**src/design/cpuPkg.sv**
```systemverilog
package cpuPkg;

	// instruction opcodes, bits 15:12 of the instruction word
	typedef enum logic [3:0] {
		opAdd  = 4'd0,
		opSub  = 4'd1,
		opAnd  = 4'd2,
		opOr   = 4'd3,
		opXor  = 4'd4,
		opMov  = 4'd5,
		opLdi  = 4'd6,
		opLd   = 4'd7,
		opSt   = 4'd8,
		opJz   = 4'd9,
		opHalt = 4'd10
	} opcodeT;

	typedef enum logic [2:0] {
		aluAdd,
		aluSub,
		aluAnd,
		aluOr,
		aluXor,
		aluPass
	} aluFuncT;

	typedef enum logic {
		srcAlu, // y latch
		srcMem // bus master read word
	} writeSrcT;

	localparam logic [2:0] regR0 = 3'd0;
	localparam logic [2:0] regR1 = 3'd1;
	localparam logic [2:0] regR2 = 3'd2;
	localparam logic [2:0] regR3 = 3'd3;
	localparam logic [2:0] regR4 = 3'd4;
	localparam logic [2:0] regLr = 3'd5;
	localparam logic [2:0] regSp = 3'd6;
	localparam logic [2:0] regPc = 3'd7;

	// register select sources
	localparam logic [1:0] oeFromOp0 = 2'd0;
	localparam logic [1:0] oeFromOp1 = 2'd1;
	localparam logic [1:0] oeFromOp2 = 2'd2;
	localparam logic [1:0] oeFromMicro = 2'd3;
	localparam logic loadFromOp0 = 1'b0;
	localparam logic loadFromMicro = 1'b1;

	localparam int opcodeHi = 15;
	localparam int opcodeLo = 12;
	localparam int op0Hi = 11; // destination or store source
	localparam int op0Lo = 9;
	localparam int op1Hi = 8; // first operand or address
	localparam int op1Lo = 6;
	localparam int op2Hi = 5; // second operand
	localparam int op2Lo = 3;

endpackage

```
**src/design/regSel.sv**
```systemverilog
module regSel import cpuPkg::*; (
	input logic regOE,
	input logic regLoad,
	input logic [1:0] oeSourceSel,
	input logic loadSourceSel,
	input logic [2:0] uRegOE,
	input logic [2:0] uRegLoad,
	input logic [2:0] op0,
	input logic [2:0] op1,
	input logic [2:0] op2,
	output logic [7:0] regOEs,
	output logic [7:0] regLoads
);

	logic [2:0] oeIdx;
	logic [2:0] loadIdx;

	always_comb begin
		case (oeSourceSel)
			oeFromOp0: oeIdx = op0;
			oeFromOp1: oeIdx = op1;
			oeFromOp2: oeIdx = op2;
			default: oeIdx = uRegOE; // microcode picks the register
		endcase
	end

	assign loadIdx = (loadSourceSel == loadFromMicro) ? uRegLoad : op0;

	// one-hot, all zero when not enabled
	assign regOEs = regOE ? (8'b1 << oeIdx) : 8'b0;
	assign regLoads = regLoad ? (8'b1 << loadIdx) : 8'b0;

endmodule

```
**src/design/registerBank.sv**
```systemverilog
module registerBank import cpuPkg::*; #(
	parameter int dataWidth = 16
) (
	input logic clock,
	input logic reset,
	input logic [7:0] regOEs,
	input logic [7:0] regLoads,
	input logic pcInc,
	input writeSrcT writeSrc,
	input logic [dataWidth-1:0] aluY,
	input logic [dataWidth-1:0] memRdata,
	output logic [dataWidth-1:0] busData
);

	logic [dataWidth-1:0] regs [8]; // r0..r4, lr, sp, pc
	logic [dataWidth-1:0] loadData;

	assign loadData = (writeSrc == srcMem) ? memRdata : aluY;

	always_ff @(posedge clock) begin
		if (reset) begin
			for (int i = 0; i < 8; i++) begin
				regs[i] <= '0;
			end
		end else begin
			for (int i = 0; i < 8; i++) begin
				if (regLoads[i]) begin
					regs[i] <= loadData;
				end
			end
			// a load into pc wins over the increment
			if (pcInc && !regLoads[regPc]) begin
				regs[regPc] <= regs[regPc] + dataWidth'(1);
			end
		end
	end

	// stands in for the tri-state bus
	always_comb begin
		busData = '0;
		for (int i = 0; i < 8; i++) begin
			if (regOEs[i]) begin
				busData = busData | regs[i];
			end
		end
	end

endmodule

```
**src/design/alu.sv**
```systemverilog
module alu import cpuPkg::*; #(
	parameter int dataWidth = 16
) (
	input logic clock,
	input logic reset,
	input logic [dataWidth-1:0] busData,
	input logic loadB,
	input logic loadY,
	input aluFuncT aluFunc,
	output logic [dataWidth-1:0] aluY,
	output logic carry,
	output logic zero
);

	logic [dataWidth-1:0] bReg;
	logic [dataWidth:0] result; // msb is carry out or borrow
	logic carryOut;

	always_comb begin
		case (aluFunc)
			aluAdd: result = {1'b0, busData} + {1'b0, bReg};
			aluSub: result = {1'b0, busData} - {1'b0, bReg};
			aluAnd: result = {1'b0, busData & bReg};
			aluOr: result = {1'b0, busData | bReg};
			aluXor: result = {1'b0, busData ^ bReg};
			default: result = {1'b0, busData}; // pass
		endcase
	end

	// subtract reports carry as no borrow
	assign carryOut = (aluFunc == aluSub) ? ~result[dataWidth] : result[dataWidth];

	always_ff @(posedge clock) begin
		if (loadB) begin
			bReg <= busData;
		end
		if (loadY) begin
			aluY <= result[dataWidth-1:0];
		end
	end

	always_ff @(posedge clock) begin
		if (reset) begin
			carry <= 1'b0;
			zero <= 1'b0;
		end else if (loadY) begin
			carry <= carryOut;
			zero <= (result[dataWidth-1:0] == '0);
		end
	end

endmodule

```
**src/design/busMaster.sv**
```systemverilog
module busMaster #(
	parameter int dataWidth = 16
) (
	input logic clock,
	input logic reset,
	input logic memReq,
	input logic memWe,
	input logic memWdataLoad,
	input logic [dataWidth-1:0] busData,
	input logic [dataWidth-1:0] wbDatI,
	input logic wbAck,
	output logic wbCyc,
	output logic wbStb,
	output logic wbWe,
	output logic [dataWidth-1:0] wbAdr,
	output logic [dataWidth-1:0] wbDatO,
	output logic memDone,
	output logic [dataWidth-1:0] memRdata
);

	logic active; // idle or in a bus cycle

	assign wbCyc = active;
	assign wbStb = active;

	always_ff @(posedge clock) begin
		if (reset) begin
			active <= 1'b0;
			wbWe <= 1'b0;
			memDone <= 1'b0;
		end else begin
			memDone <= active && wbAck;
			if (active) begin
				if (wbAck) begin
					active <= 1'b0;
					wbWe <= 1'b0;
				end
			end else if (memReq) begin
				wbWe <= memWe;
				active <= !memWe; // a write starts once its data is latched
			end else if (memWdataLoad) begin
				active <= 1'b1;
			end
		end
	end

	always_ff @(posedge clock) begin
		if (memReq && !active) begin
			wbAdr <= busData;
		end
		if (memWdataLoad && !active) begin
			wbDatO <= busData;
		end
		if (active && wbAck && !wbWe) begin
			memRdata <= wbDatI; // held until the next read
		end
	end

endmodule

```
**src/design/mSeq.sv**
```systemverilog
module mSeq import cpuPkg::*; #(
	parameter int dataWidth = 16
) (
	input logic clock,
	input logic reset,
	input logic memDone,
	input logic [dataWidth-1:0] memRdata,
	input logic carry,
	input logic zero,
	output logic regOE,
	output logic regLoad,
	output logic [1:0] oeSourceSel,
	output logic loadSourceSel,
	output logic [2:0] uRegOE,
	output logic [2:0] uRegLoad,
	output logic [2:0] op0,
	output logic [2:0] op1,
	output logic [2:0] op2,
	output writeSrcT writeSrc,
	output logic pcInc,
	output logic loadB,
	output logic loadY,
	output aluFuncT aluFunc,
	output logic memReq,
	output logic memWe,
	output logic memWdataLoad,
	output logic halted
);

	typedef enum logic [3:0] {
		sFetch,
		sFetchWait,
		sLoadIr,
		sExec,
		sAluY,
		sAluW,
		sLoadWait,
		sStData,
		sStWait,
		sJzY,
		sJzLoad,
		sHalt
	} stateT;

	stateT state;
	stateT nextState;
	logic [15:0] ir;
	opcodeT opcode;

	function automatic aluFuncT aluFor(opcodeT op);
		case (op)
			opAdd: return aluAdd;
			opSub: return aluSub;
			opAnd: return aluAnd;
			opOr: return aluOr;
			opXor: return aluXor;
			default: return aluPass; // mov
		endcase
	endfunction

	assign opcode = opcodeT'(ir[opcodeHi:opcodeLo]);
	assign op0 = ir[op0Hi:op0Lo];
	assign op1 = ir[op1Hi:op1Lo];
	assign op2 = ir[op2Hi:op2Lo];
	assign halted = (state == sHalt);

	always_ff @(posedge clock) begin
		if (reset) begin
			state <= sFetch;
			ir <= '0;
		end else begin
			state <= nextState;
			if (state == sLoadIr) begin
				ir <= memRdata[15:0];
			end
		end
	end

	always_comb begin
		nextState = state;
		regOE = 1'b0;
		regLoad = 1'b0;
		oeSourceSel = oeFromOp0;
		loadSourceSel = loadFromOp0;
		uRegOE = regPc; // microcode only ever selects pc
		uRegLoad = regPc;
		writeSrc = srcAlu;
		pcInc = 1'b0;
		loadB = 1'b0;
		loadY = 1'b0;
		aluFunc = aluPass;
		memReq = 1'b0;
		memWe = 1'b0;
		memWdataLoad = 1'b0;
		case (state)
			sFetch: begin
				regOE = 1'b1; // pc onto the bus as address
				oeSourceSel = oeFromMicro;
				memReq = 1'b1;
				nextState = sFetchWait;
			end
			sFetchWait: begin
				if (memDone) begin
					nextState = sLoadIr;
				end
			end
			sLoadIr: begin
				pcInc = 1'b1;
				nextState = sExec;
			end
			sExec: begin
				case (opcode)
					opAdd, opSub, opAnd, opOr, opXor, opMov: begin
						regOE = 1'b1; // b takes op2
						oeSourceSel = oeFromOp2;
						loadB = 1'b1;
						nextState = sAluY;
					end
					opLdi: begin
						regOE = 1'b1; // immediate word sits at pc
						oeSourceSel = oeFromMicro;
						memReq = 1'b1;
						nextState = sLoadWait;
					end
					opLd: begin
						regOE = 1'b1;
						oeSourceSel = oeFromOp1;
						memReq = 1'b1;
						nextState = sLoadWait;
					end
					opSt: begin
						regOE = 1'b1; // address first
						oeSourceSel = oeFromOp1;
						memReq = 1'b1;
						memWe = 1'b1;
						nextState = sStData;
					end
					opJz: nextState = zero ? sJzY : sFetch;
					opHalt: nextState = sHalt;
					default: nextState = sFetch;
				endcase
			end
			sAluY: begin
				regOE = 1'b1;
				oeSourceSel = oeFromOp1;
				loadY = 1'b1;
				aluFunc = aluFor(opcode);
				nextState = sAluW;
			end
			sAluW: begin
				regLoad = 1'b1; // op0 takes y
				nextState = sFetch;
			end
			sLoadWait: begin
				if (memDone) begin
					regLoad = 1'b1;
					writeSrc = srcMem;
					pcInc = (opcode == opLdi); // step over the immediate
					nextState = sFetch;
				end
			end
			sStData: begin
				regOE = 1'b1;
				oeSourceSel = oeFromOp0;
				memWdataLoad = 1'b1;
				nextState = sStWait;
			end
			sStWait: begin
				if (memDone) begin
					nextState = sFetch;
				end
			end
			sJzY: begin
				// the target goes through y since loads only take y or memory
				regOE = 1'b1;
				oeSourceSel = oeFromOp1;
				loadY = 1'b1;
				nextState = sJzLoad;
			end
			sJzLoad: begin
				regLoad = 1'b1;
				loadSourceSel = loadFromMicro;
				nextState = sFetch;
			end
			sHalt: nextState = sHalt; // until reset
			default: nextState = sFetch;
		endcase
	end

endmodule

```
**src/design/cpu.sv**
```systemverilog
module cpu import cpuPkg::*; #(
	parameter int dataWidth = 16
) (
	input logic clock,
	input logic reset,
	output logic wbCyc,
	output logic wbStb,
	output logic wbWe,
	output logic [dataWidth-1:0] wbAdr,
	output logic [dataWidth-1:0] wbDatO,
	input logic [dataWidth-1:0] wbDatI,
	input logic wbAck,
	output logic halted
);

	logic [dataWidth-1:0] busData;
	logic [dataWidth-1:0] aluY;
	logic [dataWidth-1:0] memRdata;

	// register select, mSeq to regSel
	logic regOE;
	logic regLoad;
	logic [1:0] oeSourceSel;
	logic loadSourceSel;
	logic [2:0] uRegOE;
	logic [2:0] uRegLoad;
	logic [2:0] op0;
	logic [2:0] op1;
	logic [2:0] op2;
	logic [7:0] regOEs; // regSel to registerBank
	logic [7:0] regLoads;

	writeSrcT writeSrc;
	logic pcInc;
	logic loadB;
	logic loadY;
	aluFuncT aluFunc;
	logic carry;
	logic zero;
	logic memReq;
	logic memWe;
	logic memWdataLoad;
	logic memDone;

	mSeq #(.dataWidth(dataWidth)) i_mSeq (
		.clock(clock), .reset(reset), .memDone(memDone), .memRdata(memRdata),
		.carry(carry), .zero(zero), .regOE(regOE), .regLoad(regLoad),
		.oeSourceSel(oeSourceSel), .loadSourceSel(loadSourceSel),
		.uRegOE(uRegOE), .uRegLoad(uRegLoad), .op0(op0), .op1(op1), .op2(op2),
		.writeSrc(writeSrc), .pcInc(pcInc), .loadB(loadB), .loadY(loadY),
		.aluFunc(aluFunc), .memReq(memReq), .memWe(memWe),
		.memWdataLoad(memWdataLoad), .halted(halted)
	);

	regSel i_regSel (
		.regOE(regOE), .regLoad(regLoad), .oeSourceSel(oeSourceSel),
		.loadSourceSel(loadSourceSel), .uRegOE(uRegOE), .uRegLoad(uRegLoad),
		.op0(op0), .op1(op1), .op2(op2), .regOEs(regOEs), .regLoads(regLoads)
	);

	registerBank #(.dataWidth(dataWidth)) i_registerBank (
		.clock(clock), .reset(reset), .regOEs(regOEs), .regLoads(regLoads),
		.pcInc(pcInc), .writeSrc(writeSrc), .aluY(aluY), .memRdata(memRdata),
		.busData(busData)
	);

	alu #(.dataWidth(dataWidth)) i_alu (
		.clock(clock), .reset(reset), .busData(busData), .loadB(loadB),
		.loadY(loadY), .aluFunc(aluFunc), .aluY(aluY), .carry(carry), .zero(zero)
	);

	busMaster #(.dataWidth(dataWidth)) i_busMaster (
		.clock(clock), .reset(reset), .memReq(memReq), .memWe(memWe),
		.memWdataLoad(memWdataLoad), .busData(busData), .wbDatI(wbDatI),
		.wbAck(wbAck), .wbCyc(wbCyc), .wbStb(wbStb), .wbWe(wbWe), .wbAdr(wbAdr),
		.wbDatO(wbDatO), .memDone(memDone), .memRdata(memRdata)
	);

endmodule

```
**config.mk**
```make
export PLATFORM = sky130hd
export DESIGN_NAME = cpu
export DESIGN_NICKNAME = d
export VERILOG_FILES = /design/src/design/cpuPkg.sv /design/src/design/regSel.sv /design/src/design/registerBank.sv /design/src/design/alu.sv /design/src/design/busMaster.sv /design/src/design/mSeq.sv /design/src/design/cpu.sv
export SDC_FILE = /design/constraint.sdc
export NUM_CORES = 1
export LEC_CHECK = 0
export BUFFER_PORTS_ARGS = -buffer_cell sky130_fd_sc_hd__buf_2
export CAP_MARGIN = 20
export CORE_ASPECT_RATIO = 1.75
export CORE_MARGIN = 2
export CORE_UTILIZATION = 60
export DETAILED_ROUTE_END_ITERATION = 10
export PLACE_DENSITY = 0.86
export SETUP_SLACK_MARGIN = 0.4
export SYNTH_ARGS = -nofsm -noshare
export SYNTH_HDL_FRONTEND = slang
export SYNTH_HIERARCHICAL = 1
export SYNTH_SLANG_ARGS = --single-unit
```
**constraint.sdc**
```tcl
create_clock -name clock -period 6.2 [get_ports clock]
set_input_delay 0.31 -clock clock [delete_from_list [all_inputs] [get_ports clock]]
set_output_delay 0.31 -clock clock [all_outputs]
set_load 0.005 [all_outputs]
```
### Word-level counts from Yosys, hierarchy flattened

Memory sizes are Yosys's and may differ from the RTL's.
Cells that the tools add are included.

| operators by class | value |
|---|---|
| muxes and demuxes | 84 |
| $add $sub $neg | 3 |
| reduce and logical (&&, ||, !) cells | 26 |
| bitwise logic cells | 19 |
| shifts and indexed selects | 2 |
| equality and inequality tests | 30 |

Operator list:

| cell | count |
|---|---|
| 16-bit two-way mux | 18 |
| 16-bit bitwise OR | 8 |
| 16-bit one-hot mux with 5 select lines | 1 |
| 1-bit two-way mux | 48 |
| 4-bit one-hot mux with 9 select lines | 1 |
| 4-bit by 3-bit == test with 1-bit output, second input constant | 8 |
| 4-bit == test, second input constant | 7 |
| 4-bit one-hot mux with 5 select lines | 1 |
| 16-bit by 1-bit adder with 16-bit output, second input constant | 1 |
| 16-bit adder | 1 |
| 16-bit bitwise AND | 1 |
| 4-bit by 2-bit == test with 1-bit output, second input constant | 4 |
| 16-bit logical NOT | 1 |
| 8-bit two-way mux | 2 |
| 1-bit by 3-bit << shifter with 8-bit output, first input constant | 2 |
| 16-bit subtractor | 1 |
| 16-bit bitwise XOR | 1 |
| 3-bit one-hot mux with 5 select lines | 1 |
| 4-bit two-way mux | 3 |
| 2-bit one-hot mux with 3 select lines | 2 |
| 2-bit OR reduction | 5 |
| 1-bit bitwise OR | 9 |
| 3-bit one-hot mux with 3 select lines | 1 |
| 9-bit OR reduction | 1 |
| 20 further kinds | 36 |

| word-level totals | value |
|---|---|
| logic and storage cells | 176 |
| memory bits (writable) | 128 |
| memories | 1 |
| register bits | 104 |
| output and inout port bits | 36 |
| input port bits | 19 |

Memories:

| memory | words | bits a word | read ports | clocked after memory_dff | write ports | RTL line | text |
|---|---|---|---|---|---|---|---|
| i_registerBank.regs | 8 | 16 | 8 | 0 | 8 | registerBank.sv:15 | `logic [dataWidth-1:0] regs [8];` |

### Longest topological paths before layout

Gate-level depths: netlist (run 1).

| depth | value |
|---|---|
| depth in word-level cells | 26 |
| mapped depth | 22 |
| gate-level depth less buffers | 18 |

### Cells and area by module

The synthesis (run 1) kept the hierarchy.

Modules (own cells, without submodules):

| module | seq. area each (µm²) | instances | cells each | area an instance (µm²) |
|---|---|---|---|---|
| registerBank | 3843.7 | 1 | 446 | 5881.9 |
| alu | 1001.0 | 1 | 408 | 3564.7 |
| busMaster | 1501.4 | 1 | 65 | 1607.8 |
| mSeq | 340.3 | 1 | 151 | 1117.3 |
| regSel | 0.0 | 1 | 31 | 312.8 |

### Worst setup path before layout (run 1)

OpenSTA, ideal clock, no wires.

| path | value |
|---|---|
| kind | flip-flop to flip-flop |
| start point | register i_mSeq.state[0] |
| end point | register i_alu.zero |
| slack | 1149 ps |
| setup time | 69 ps |
| required time | 6131 ps |
| stages on the path, launching flop included | 22 |
| arrival | 4982 ps |
| buffers on the path | 3 |
| period minus slack after synthesis | 5051 ps |
| cells stage by stage | dfxtp_1 > buf_2 > nand2_1 > a311oi_1 > o21a_1 > mux4_2 > and4b_2 > clkbuf_1 > clkbuf_1 > a22oi_1 > nand4_1 > inv_1 > ha_1 > fa_1 > nor2b_1 > nor3_1 > a221o_1 > nor4_1 > or4b_1 > nor4_2 > nand4bb_1 > o21ai_1 |

| between the ends | value |
|---|---|
| elaborated cells on any way between the ends | 44 |
| those cells by class | add/sub (2); eq/ne (10); shift (1); mux (15); bitwise (10); reduce/logical (6) |

RTL lines:

| element | RTL line | text |
|---|---|---|
| start, declared | mSeq.sv:45 | `stateT state;` |
| start signal, assigned | mSeq.sv:69 | `state <= sFetch;` |
| start signal, assigned | mSeq.sv:72 | `state <= nextState;` |
| 4-bit == test / 4-bit by 3-bit == test with 1-bit output (equally long branches) | - |  |
| 2-bit OR reduction (no line) | - |  |
| 2-bit one-hot mux with 3 select lines (*) | mSeq.sv:95 | `case (state)` |
| via oeSourceSel[1] | cpu.sv:23 | `logic [1:0] oeSourceSel;` |
| 2-bit == test, or another cell as far along | regSel.sv:19 | `case (oeSourceSel)` |
| 3-bit one-hot mux with 3 select lines (*) | regSel.sv:19 |  |
| 1-bit by 3-bit << shifter with 8-bit output (*) | regSel.sv:30 | `assign regOEs = regOE ? (8'b1 << oeIdx) : 8'b0;` |
| 8-bit two-way mux (*) | regSel.sv:30 |  |
| via regOEs[3] | cpu.sv:30 | `logic [7:0] regOEs;` |
| [... 6 more ...] | - |  |
| 16-bit two-way mux (*) | registerBank.sv:42 | `if (regOEs[i]) begin` |
| 16-bit bitwise OR | registerBank.sv:43 | `busData = busData \| regs[i];` |
| 16-bit two-way mux (*) | registerBank.sv:42 |  |
| via busData[0] | cpu.sv:16 | `logic [dataWidth-1:0] busData;` |
| 16-bit subtractor / 16-bit adder (equally long branches) | alu.sv:22, alu.sv:21 |  |
| 16-bit one-hot mux with 5 select lines (*) | alu.sv:20 | `case (aluFunc)` |
| via i_alu.result[2] | alu.sv:16 | `logic [dataWidth:0] result;` |
| 16-bit logical NOT (*) | alu.sv:48 | `zero <= (result[dataWidth-1:0] == '0);` |
| end signal, assigned | alu.sv:48 |  |
| end, declared | alu.sv:12 | `output logic zero` |

The timed path passes the listed nets; every way through them passes the cells marked *.
A chain may end at the register's enable or synchronous reset.

### Worst setup path after layout (run 1)

| path | value |
|---|---|
| start point | register i_mSeq.state[1] |
| end point | register i_alu.zero |

| between the ends | value |
|---|---|
| elaborated cells on any way between the ends | 44 |
| those cells by class | add/sub (2); eq/ne (10); shift (1); mux (15); bitwise (10); reduce/logical (6) |

RTL lines:

| element | RTL line |
|---|---|
| 4-bit == test / 4-bit by 3-bit == test with 1-bit output (equally long branches) | - |
| 2-bit OR reduction (no line) | - |
| 2-bit one-hot mux with 3 select lines (*) | mSeq.sv:95 |
| via oeSourceSel[1] | cpu.sv:23 |
| 2-bit == test, or another cell as far along | regSel.sv:19 |
| 3-bit one-hot mux with 3 select lines (*) | regSel.sv:19 |
| 1-bit by 3-bit << shifter with 8-bit output (*) | regSel.sv:30 |
| 8-bit two-way mux (*) | regSel.sv:30 |
| via regOEs[1] | cpu.sv:30 |
| [... 10 more ...] | - |
| 16-bit two-way mux (*) | registerBank.sv:42 |
| 16-bit bitwise OR | registerBank.sv:43 |
| 16-bit two-way mux (*) | registerBank.sv:42 |
| via busData[2] | cpu.sv:16 |
| 16-bit subtractor / 16-bit adder (equally long branches) | alu.sv:22, alu.sv:21 |
| 16-bit one-hot mux with 5 select lines (*) | alu.sv:20 |
| via i_alu.result[5] | alu.sv:16 |
| 16-bit logical NOT (*) | alu.sv:48 |

Marks and branches as above.

==> results of run 1 <==
==> registers in the layout, indices dropped and copies added, names as in the netlist <==
signal and count:
i_mSeq/state 4, i_busMaster/wbDatO 16, i_alu/zero 1, i_busMaster/wbWe 1
i_busMaster/memRdata 16, i_busMaster/memDone 1, i_registerBank/regs 128, i_busMaster/wbAdr 16
i_busMaster/wbCyc 1, i_alu/aluY 16, i_mSeq/ir 13, i_alu/bReg 16
==> worst reg2reg max path: stages, from the launching register on <==
cell	delay, ns
dfxtp_1	0.59
nand2_1	0.12
a311oi_1	0.29
o21a_1	0.27
mux4_2	0.61
and4bb_2	0.39
buf_4	0.23
a22oi_1	0.21
nand4_1	0.38
ha_1	0.50
o2111a_1	0.16
or4_1	0.47
a31o_1	0.26
or4b_1	0.58
nor4_2	0.16
nand4bb_1	0.13
o21ai_1	0.14
==> stage by stage <==
step	worst slack (ns)	utilization [%]	hold WS, ns
global placement	0.582	63.2	0.443
global route	0.402	67.5	0.0823
floorplan	1.15	-	0.382
CTS	0.428	67.3	0.0643
finish	0.668	67.5	0.0707
detailed placement	0.508	63.2	0.451
==> report_power, final <==
part	leakage (nW)	switching (mW)	total, mW	internal [mW]
combinational	2.57	0.228	0.361	0.134
sequential	2.23	0.0351	1.78	1.75
clock	0.322	0.564	1.30	0.737
==> area by class of cell <==
class / count / area, um2 / share of cell area [%]
Sequential cell: 229 / 6670 / 48.7
Multi-Input combinational cell: 740 / 5230 / 38.2
Inverter: 48 / 180 / 1.32
Clock inverter: 9 / 109 / 0.795
Clock buffer: 28 / 572 / 4.18
Tap cell: 248 / 310 / 2.27
Timing Repair Buffer: 96 / 626 / 4.57
==> cell usage in the layout, fill, tap and decap left out, types with 29 or more instances in the layout <==
| cell | n |
|---|---|
| a21oi_1 | 33 |
| o21ai_0 | 29 |
| nand2_1 | 73 |
| edfxtp_1 | 208 |
| nor2_1 | 61 |
| and2_1 | 99 |
| xnor2_1 | 29 |
| ha_1 | 50 |
| a22oi_1 | 71 |
| buf_2 | 54 |
| inv_1 | 48 |
==> final timing paths <==
kind,end,cells past startpoint,from
max,i_alu/zero,16,i_mSeq/state[1]
min reg2reg,i_mSeq/ir[5],2,i_mSeq/ir[5]
max reg2reg,i_alu/zero,16,i_mSeq/state[1]
min,i_busMaster/memDone,3,wbAck
==> layer usage <==
layer	part of all wire [%]	GRT usage, %
met2	53	53.7
met3	7.1	3.50
met1	34	33.8
met5	0	0
met4	6.7	19.5
==> timing repair <==
action,4_1_cts,5_1_grt
buffers inserted,0,2
hold buffers,16,0
endpoints found under the hold margin,16,0
gates resized for setup,0,8
setup endpoints to repair,0,4
==> impl_metrics.json, run 1 <==
{
  "status": "finished clean",
  "hold_viol_final": 0,
  "ios": 55,
  "design.core.area_um2": 20300,
  "gp_congestion": 0.968,
  "diodes": 0,
  "cp_num_buf_inv": 1,
  "avgViaCountPerCell": 6.53,
  "drive_gt1_share_pct": 14.1,
  "final_area_um2": 13700,
  "rrSetupSlack_ns": 0.67,
  "dieHeight_um": 194,
  "syn_inst": 1091,
  "worst_hold_path_type": "in2reg",
  "worstSkewPairLatency_ns": 0.50,
  "worstPathRequired_ns": 6.63,
  "crit_type": "reg2reg",
  "setup_violations": 0,
  "die_w_um": 113,
  "rsz0062_at_grt": "no",
  "synth.cell_area_um2": 12400,
  "drv_slew": 0,
  "wl_um": 33400,
  "hpwl_um": 22500,
  "post_dp_cell_area_um2": 12800,
  "crit_fanout": 16,
  "cts_tree": "built",
  "crit_family": "simple AND/OR/NAND/NOR gates",
  "dp.cells": 1342,
  "slowest_delay_ns": 0.61,
  "fill_cells": 1409,
  "period_needed_ns": 5.53,
  "overflow": 0,
  "ant_nets": 0,
  "peakVddDrop_uv": 235,
  "nNetsFinal": 1206,
  "fin_tns_setup_ns": 0,
  "path_cells": "nand2_1, a311oi_1, o21a_1, mux4_2, and4bb_2, buf_4, a22oi_1, nand4_1, ha_1, o2111a_1, or4_1, a31o_1, or4b_1, nor4_2, nand4bb_1, o21ai_1",
  "numCtsBuffers": 21,
  "yosys_warnings": 6,
  "clock_skew_ns": 0.0214,
  "max_slew_margin_pct": 29.1,
  "avgSynthCellArea_um2": 11.4,
  "grt_first_pass_wirelength_um": 51100,
  "htree_levels": 1,
  "p_leak_nw": 5.12,
  "cts_buffer_depth": 3,
  "syn_to_final_growth_pct": 10.3,
  "io_buffers": 54,
  "grt_max_degree": 51,
  "num_rows": 69,
  "antenna_found_initial": 0,
  "cp.arrival_ns": 5.96,
  "cts.sinks": 229,
  "start_util_pct": 61.2,
  "design.die.area_um2": 21900,
  "via_count": 9125,
  "cap_violations": 0,
  "finalCritPeriodShare_pct": 89.2,
  "p_total_mw": 3.44,
  "drt_iter0_markers": 884,
  "worst_pin_slew_ns": 1.06,
  "fmax_mhz": 181,
  "slowest_stage": "mux4_2",
  "grt_pass1_vias": 9329,
  "cts-root-buf": "clkbuf_16",
  "start_kind": "flip-flop",
  "drc": 0,
  "grt_use_total_pct": 30.2,
  "stdcell_count": 1398,
  "wl_per_cell_um": 23.9,
  "p_per_area_nw_per_um2": 251,
  "setup.worst_path.end_class": "flip-flop",
  "path_clk_slew_ns": 0.07,
  "dr.pass1.iters": 6
}
Power figures use the tool's default switching activity.
==> run 2, diff against run 1 <==
CELL_PAD_IN_SITES_DETAIL_PLACEMENT = 2   (was not set)
CELL_PAD_IN_SITES_GLOBAL_PLACEMENT = 2   (was not set)
CORE_UTILIZATION = 42   (was 60)
PLACE_DENSITY = 0.88   (was 0.86)
==> impl_metrics.json, run 2 (synthesized netlist as in run 1, its figures left out) <==
{
  "dieHeight_um": 231,
  "hp-start": "wbAck",
  "worst_hold_path_type": "in2reg",
  "comb_power_share_pct": 10.9,
  "antenna_found_initial": 1,
  "die_w_um": 134,
  "num_rows": 83,
  "largest_reg_flops": 128,
  "cp.arrival_ns": 6.14,
  "setup.worst_path.end_class": "flip-flop",
  "switching_share_pct": 25.9,
  "max_slew_margin_pct": 34.5,
  "p_total_mw": 3.97,
  "grt_first_pass_wirelength_um": 72800,
  "worstReg2RegStart": "i_mSeq/ir[13]",
  "hpwl_um": 32000,
  "grt_pass1_vias": 10900,
  "grt_max_degree": 51,
  "rsz0062_at_grt": "no",
  "design.core.area_um2": 29200,
  "cts_tree": "built",
  "drt_iter0_markers": 952,
  "intPower_mw": 2.94,
  "grt_use_total_pct": 32.1,
  "mostFrequentLayoutCells": "edfxtp_1 (208), and2_1 (99), nand2_1 (73)",
  "clkPwrFrac_pct": 44.1,
  "io_buffers": 54,
  "gp_congestion": 0.884,
  "status": "finished clean",
  "crit_type": "reg2reg",
  "p_seq_share_pct": 45.0,
  "avgViaCountPerCell": 6.40,
  "period_needed_ns": 5.68,
  "ios": 55,
  "cts-root-buf": "clkbuf_16",
  "ant_nets": 0,
  "cts_buffer_depth": 3,
  "final_area_um2": 14300,
  "crit_fanout": 11,
  "drc": 0,
  "hold_viol_final": 0,
  "path_clk_slew_ns": 0.07,
  "numCtsBuffers": 23,
  "worst_pin_slew_ns": 0.979,
  "post_dp_cell_area_um2": 13100,
  "critPathLaunch": "i_mSeq/ir[13]",
  "dr.pass1.iters": 5,
  "peakVddDrop_uv": 237,
  "htree_levels": 1,
  "design.die.area_um2": 31000,
  "fmax_mhz": 176,
  "overflow": 0,
  "final_common_cell": "edfxtp_1",
  "worstSkewPairLatency_ns": 0.54,
  "cts.sinks": 229,
  "start_kind": "flip-flop",
  "syn_to_final_growth_pct": 15.5,
  "worstPathRequired_ns": 6.66,
  "wl_um": 50300,
  "nNetsFinal": 1230,
  "cap_violations": 0,
  "drive_gt1_share_pct": 17.1,
  "wl_per_cell_um": 32.2,
  "top_register": "i_registerBank/regs",
  "fin_tns_setup_ns": 0,
  "start_util_pct": 42.5,
  "rrSetupSlack_ns": 0.52,
  "via_count": 9980,
  "clock_skew_ns": 0.0229,
  "p_per_area_nw_per_um2": 277,
  "p_sw_mw": 1.03,
  "setup_violations": 0,
  "holdWs_ns": 0.0615,
  "finalCritPeriodShare_pct": 91.5,
  "drv_slew": 0,
  "p_leak_nw": 5.37
}
-- run 2: changes by cell type in the layout (fill, tap and decap cells not counted), sizes merged --
cell	before	now
buf	80	102
bufinv	2	8
clkbuf	28	25
clkinv	3	6
clkinvlp	3	2
diode	0	2
inv	49	48
-- run 2: final cells by class --
cell class	instances	area (um2)
diodes	2	5.00
clock buffers	25	603
clock inverters	16	308
fillers	2895	14900
inverters	48	180
multi-input cells	740	5260
flip-flops and latches	229	6670
well taps	382	478
repair buffers	118	827
-- run 2: what timing repair did --
item | 4_1_cts | 5_1_grt
gates resized for setup | 8 | 11
setup buffers | 0 | 9
pin swaps | 0 | 2
hold endpoints to repair | 16 | 0
hold buffers | 16 | 0
setup endpoints to repair | 1 | 3
-- run 2: final timing paths --
path                                       endpoint  cells past startpoint
worst max-delay path                     i_alu/zero                     18
worst min-delay path            i_busMaster/memDone                      3
worst max register to register           i_alu/zero                     18
worst min register to register     i_busMaster/wbWe                      2
-- run 2: power by group through the flow --
stage	Sequential, mW	Combinational (mW)	Clock (mW)
5_1_grt	1.79	0.458	1.80
3_3_place_gp	1.81	0.362	0
4_1_cts	1.78	0.415	1.75
6_report	1.78	0.434	1.75
3_5_place_dp	1.82	0.389	0
2_1_floorplan	1.80	0.231	0
-- run 2: stage by stage --
stage	utilization, %	std cells	worst slack (ns)
after floorplan	-	1096	1.15
after global placement	44.9	1490	0.715
after detailed placement	44.9	1491	0.488
after CTS	48.6	1548	0.484
after global routing	49.1	1558	0.392
final	49.1	1560	0.524
-- run 2: worst max-delay path, stage by stage (launching register included) --
cell and delay [ns]:
dfxtp_1 0.55, and3b_1 0.31, o21ai_0 0.15, nand2_1 0.19
mux4_2 0.65, and4b_4 0.53, a22oi_1 0.21, nand4_1 0.23
inv_1 0.14, ha_1 0.30, fa_1 0.44, nor2b_2 0.25
nor3_1 0.11, a221o_1 0.36, nor4_1 0.29, or4b_1 0.49
nor4_2 0.17, nand4bb_1 0.14, o21ai_1 0.12
-- run 2: layer usage --
layer  up-vias  global-route usage [%]  part of all wire [%]
met2       506                    57.5                    52
met1      5113                    34.2                    34
met5         -                       0                     0
met3       193                    4.31                   5.5
li1       4168                       -                     -
met4         0                    23.4                   8.3
==> run 3, diff against run 2 <==
BUFFER_PORTS_ARGS = not set   (was -buffer_cell sky130_fd_sc_hd__buf_2)
CORE_UTILIZATION = 44   (was 42)
DONT_BUFFER_PORTS = 1   (was not set)
==> impl_metrics.json, run 3 (synthesized netlist as in run 1, its figures left out) <==
{
  "final_area_um2": 13900,
  "slowest_stage": "mux4_2",
  "worst_hold_path_type": "in2reg",
  "reg2reg_to": "i_alu/zero",
  "cp_num_buf_inv": 0,
  "dr.pass1.iters": 5,
  "hold_viol_final": 0,
  "status": "finished clean",
  "cap_violations": 0,
  "syn_to_final_growth_pct": 12.2,
  "grt_first_pass_wirelength_um": 70500,
  "overflow": 0,
  "path_clk_slew_ns": 0.07,
  "mostFrequentLayoutCells": "edfxtp_1 (208), and2_1 (99), nand2_1 (73)",
  "preCtsSetupSlack_ns": 0.496,
  "holdPathStages": 2,
  "hp-start": "wbAck",
  "period_needed_ns": 5.76,
  "dieHeight_um": 226,
  "via_count": 9783,
  "largest_reg_flops": 128,
  "p_leak_nw": 5.09,
  "post_dp_cell_area_um2": 12800,
  "cts-root-buf": "clkbuf_16",
  "cts_buffer_depth": 3,
  "design.core.area_um2": 27900,
  "crit_type": "reg2reg",
  "p_total_mw": 3.77,
  "wl_um": 49200,
  "fin_tns_setup_ns": 0,
  "path_cells": "and4bb_2, o21ai_0, nand2_1, mux4_2, and4_2, a22oi_1, nand4_1, ha_1, nor2b_4, o2111a_1, or4_1, a31o_1, or4b_1, nor4_2, nand4bb_1, o21ai_1",
  "drive_gt1_share_pct": 12.5,
  "fmax_mhz": 174,
  "drt_iter0_markers": 809,
  "crit_fanout": 16,
  "design.die.area_um2": 29600,
  "max_slew_margin_pct": 23.4,
  "worst_pin_slew_ns": 1.15,
  "setup.worst_path.end_class": "flip-flop",
  "top_register": "i_registerBank/regs",
  "numCtsBuffers": 24,
  "start_kind": "flip-flop",
  "final_common_cell": "edfxtp_1",
  "io_buffers": 0,
  "nNetsFinal": 1174,
  "ant_nets": 0,
  "grt_pass1_vias": 10600,
  "gp_congestion": 0.897,
  "die_w_um": 131,
  "rrSetupSlack_ns": 0.44,
  "ios": 55,
  "worstReg2RegStart": "i_mSeq/state[3]",
  "p_per_area_nw_per_um2": 271,
  "fin_ws_ns": 0.439,
  "holdWs_ns": 0.0550,
  "worstPathRequired_ns": 6.68,
  "grt_max_degree": 51,
  "num_rows": 81,
  "setup_violations": 0,
  "wl_per_cell_um": 32.9,
  "rsz0062_at_grt": "no",
  "start_util_pct": 44.5,
  "hold-path-endpoint": "i_busMaster/wbCyc",
  "drv_slew": 0,
  "worstSkewPairLatency_ns": 0.56,
  "cts_tree": "built",
  "drc": 0,
  "finalCritPeriodShare_pct": 92.9,
  "clock_skew_ns": 0.0241,
  "grt_use_total_pct": 32.9,
  "crit_family": "simple AND/OR/NAND/NOR gates",
  "peakVddDrop_uv": 228,
  "r2r_cells": 16,
  "cts.sinks": 229,
  "htree_levels": 1,
  "antenna_found_initial": 1,
  "avgViaCountPerCell": 6.54,
  "cp.arrival_ns": 6.24,
  "hpwl_um": 32200,
  "slowest_delay_ns": 0.65
}
[run 3: cell types whose count changed in the layout (fill, tap and decap cells not counted), moves of 2 or more]
| cell | change |
|---|---|
| clkbuf_8 | -2 |
| clkbuf_1 | +2 |
| and4bb_4 | -2 |
| clkinv_4 | -3 |
| clkinv_2 | +5 |
| buf_2 | -54 |
| and4bb_2 | +2 |
| clkbuf_16 | +2 |
| dlygate4sd3_1 | +2 |
| buf_4 | -5 |
| bufinv_16 | -4 |
| clkinv_1 | +2 |
[run 3: repair_timing]
action,4_1_cts,5_1_grt
pin swaps,1,4
buffers inserted,1,6
resized for setup,2,12
endpoints found under the hold margin,38,0
cloned,0,0
hold buffers,18,0
setup endpoints to repair,1,3
[run 3: final cells by class]
cell class | instances | area [um2]
diodes | 1 | 2.50
clock inverters | 17 | 194
inverters | 48 | 180
well taps | 373 | 467
clock buffers | 27 | 633
flip-flops and latches | 229 | 6670
fillers | 2702 | 13900
multi-input cells | 740 | 5240
repair buffers | 61 | 539
[run 3: power breakdown]
group	internal (mW)	switching, mW
sequential	1.75	0.0435
clock	0.905	0.670
combinational	0.134	0.269
total	2.79	0.983
[run 3: per-stage QoR]
stage	cells	util, %
after global routing	1495	50.0
after floorplan	1096	-
after detailed placement	1425	45.9
after global placement	1424	45.9
final	1496	50.0
after CTS	1488	49.5
[run 3: worst max path at each step]
stage               slack (ns)  depth (start not counted)       startpoint    endpoint
detailed placement        0.50                         18    i_mSeq/ir[15]  i_alu/zero
CTS                       0.43                         18    i_mSeq/ir[15]  i_alu/zero
finish                    0.44                         16  i_mSeq/state[3]  i_alu/zero
floorplan                 1.15                         21  i_mSeq/state[0]  i_alu/zero
global route              0.35                         16  i_mSeq/state[3]  i_alu/zero
global placement          0.85                         18  i_mSeq/state[2]  i_alu/zero
[run 3: routing by layer]
metal | vias up | track usage (%) | routed length, um
li1 | 4054 | - | -
met1 | 5046 | 35.8 | 17100
met2 | 481 | 58.6 | 25900
met3 | 202 | 4.41 | 2570
met4 | 0 | 21.6 | 3620
met5 | - | 0 | 0
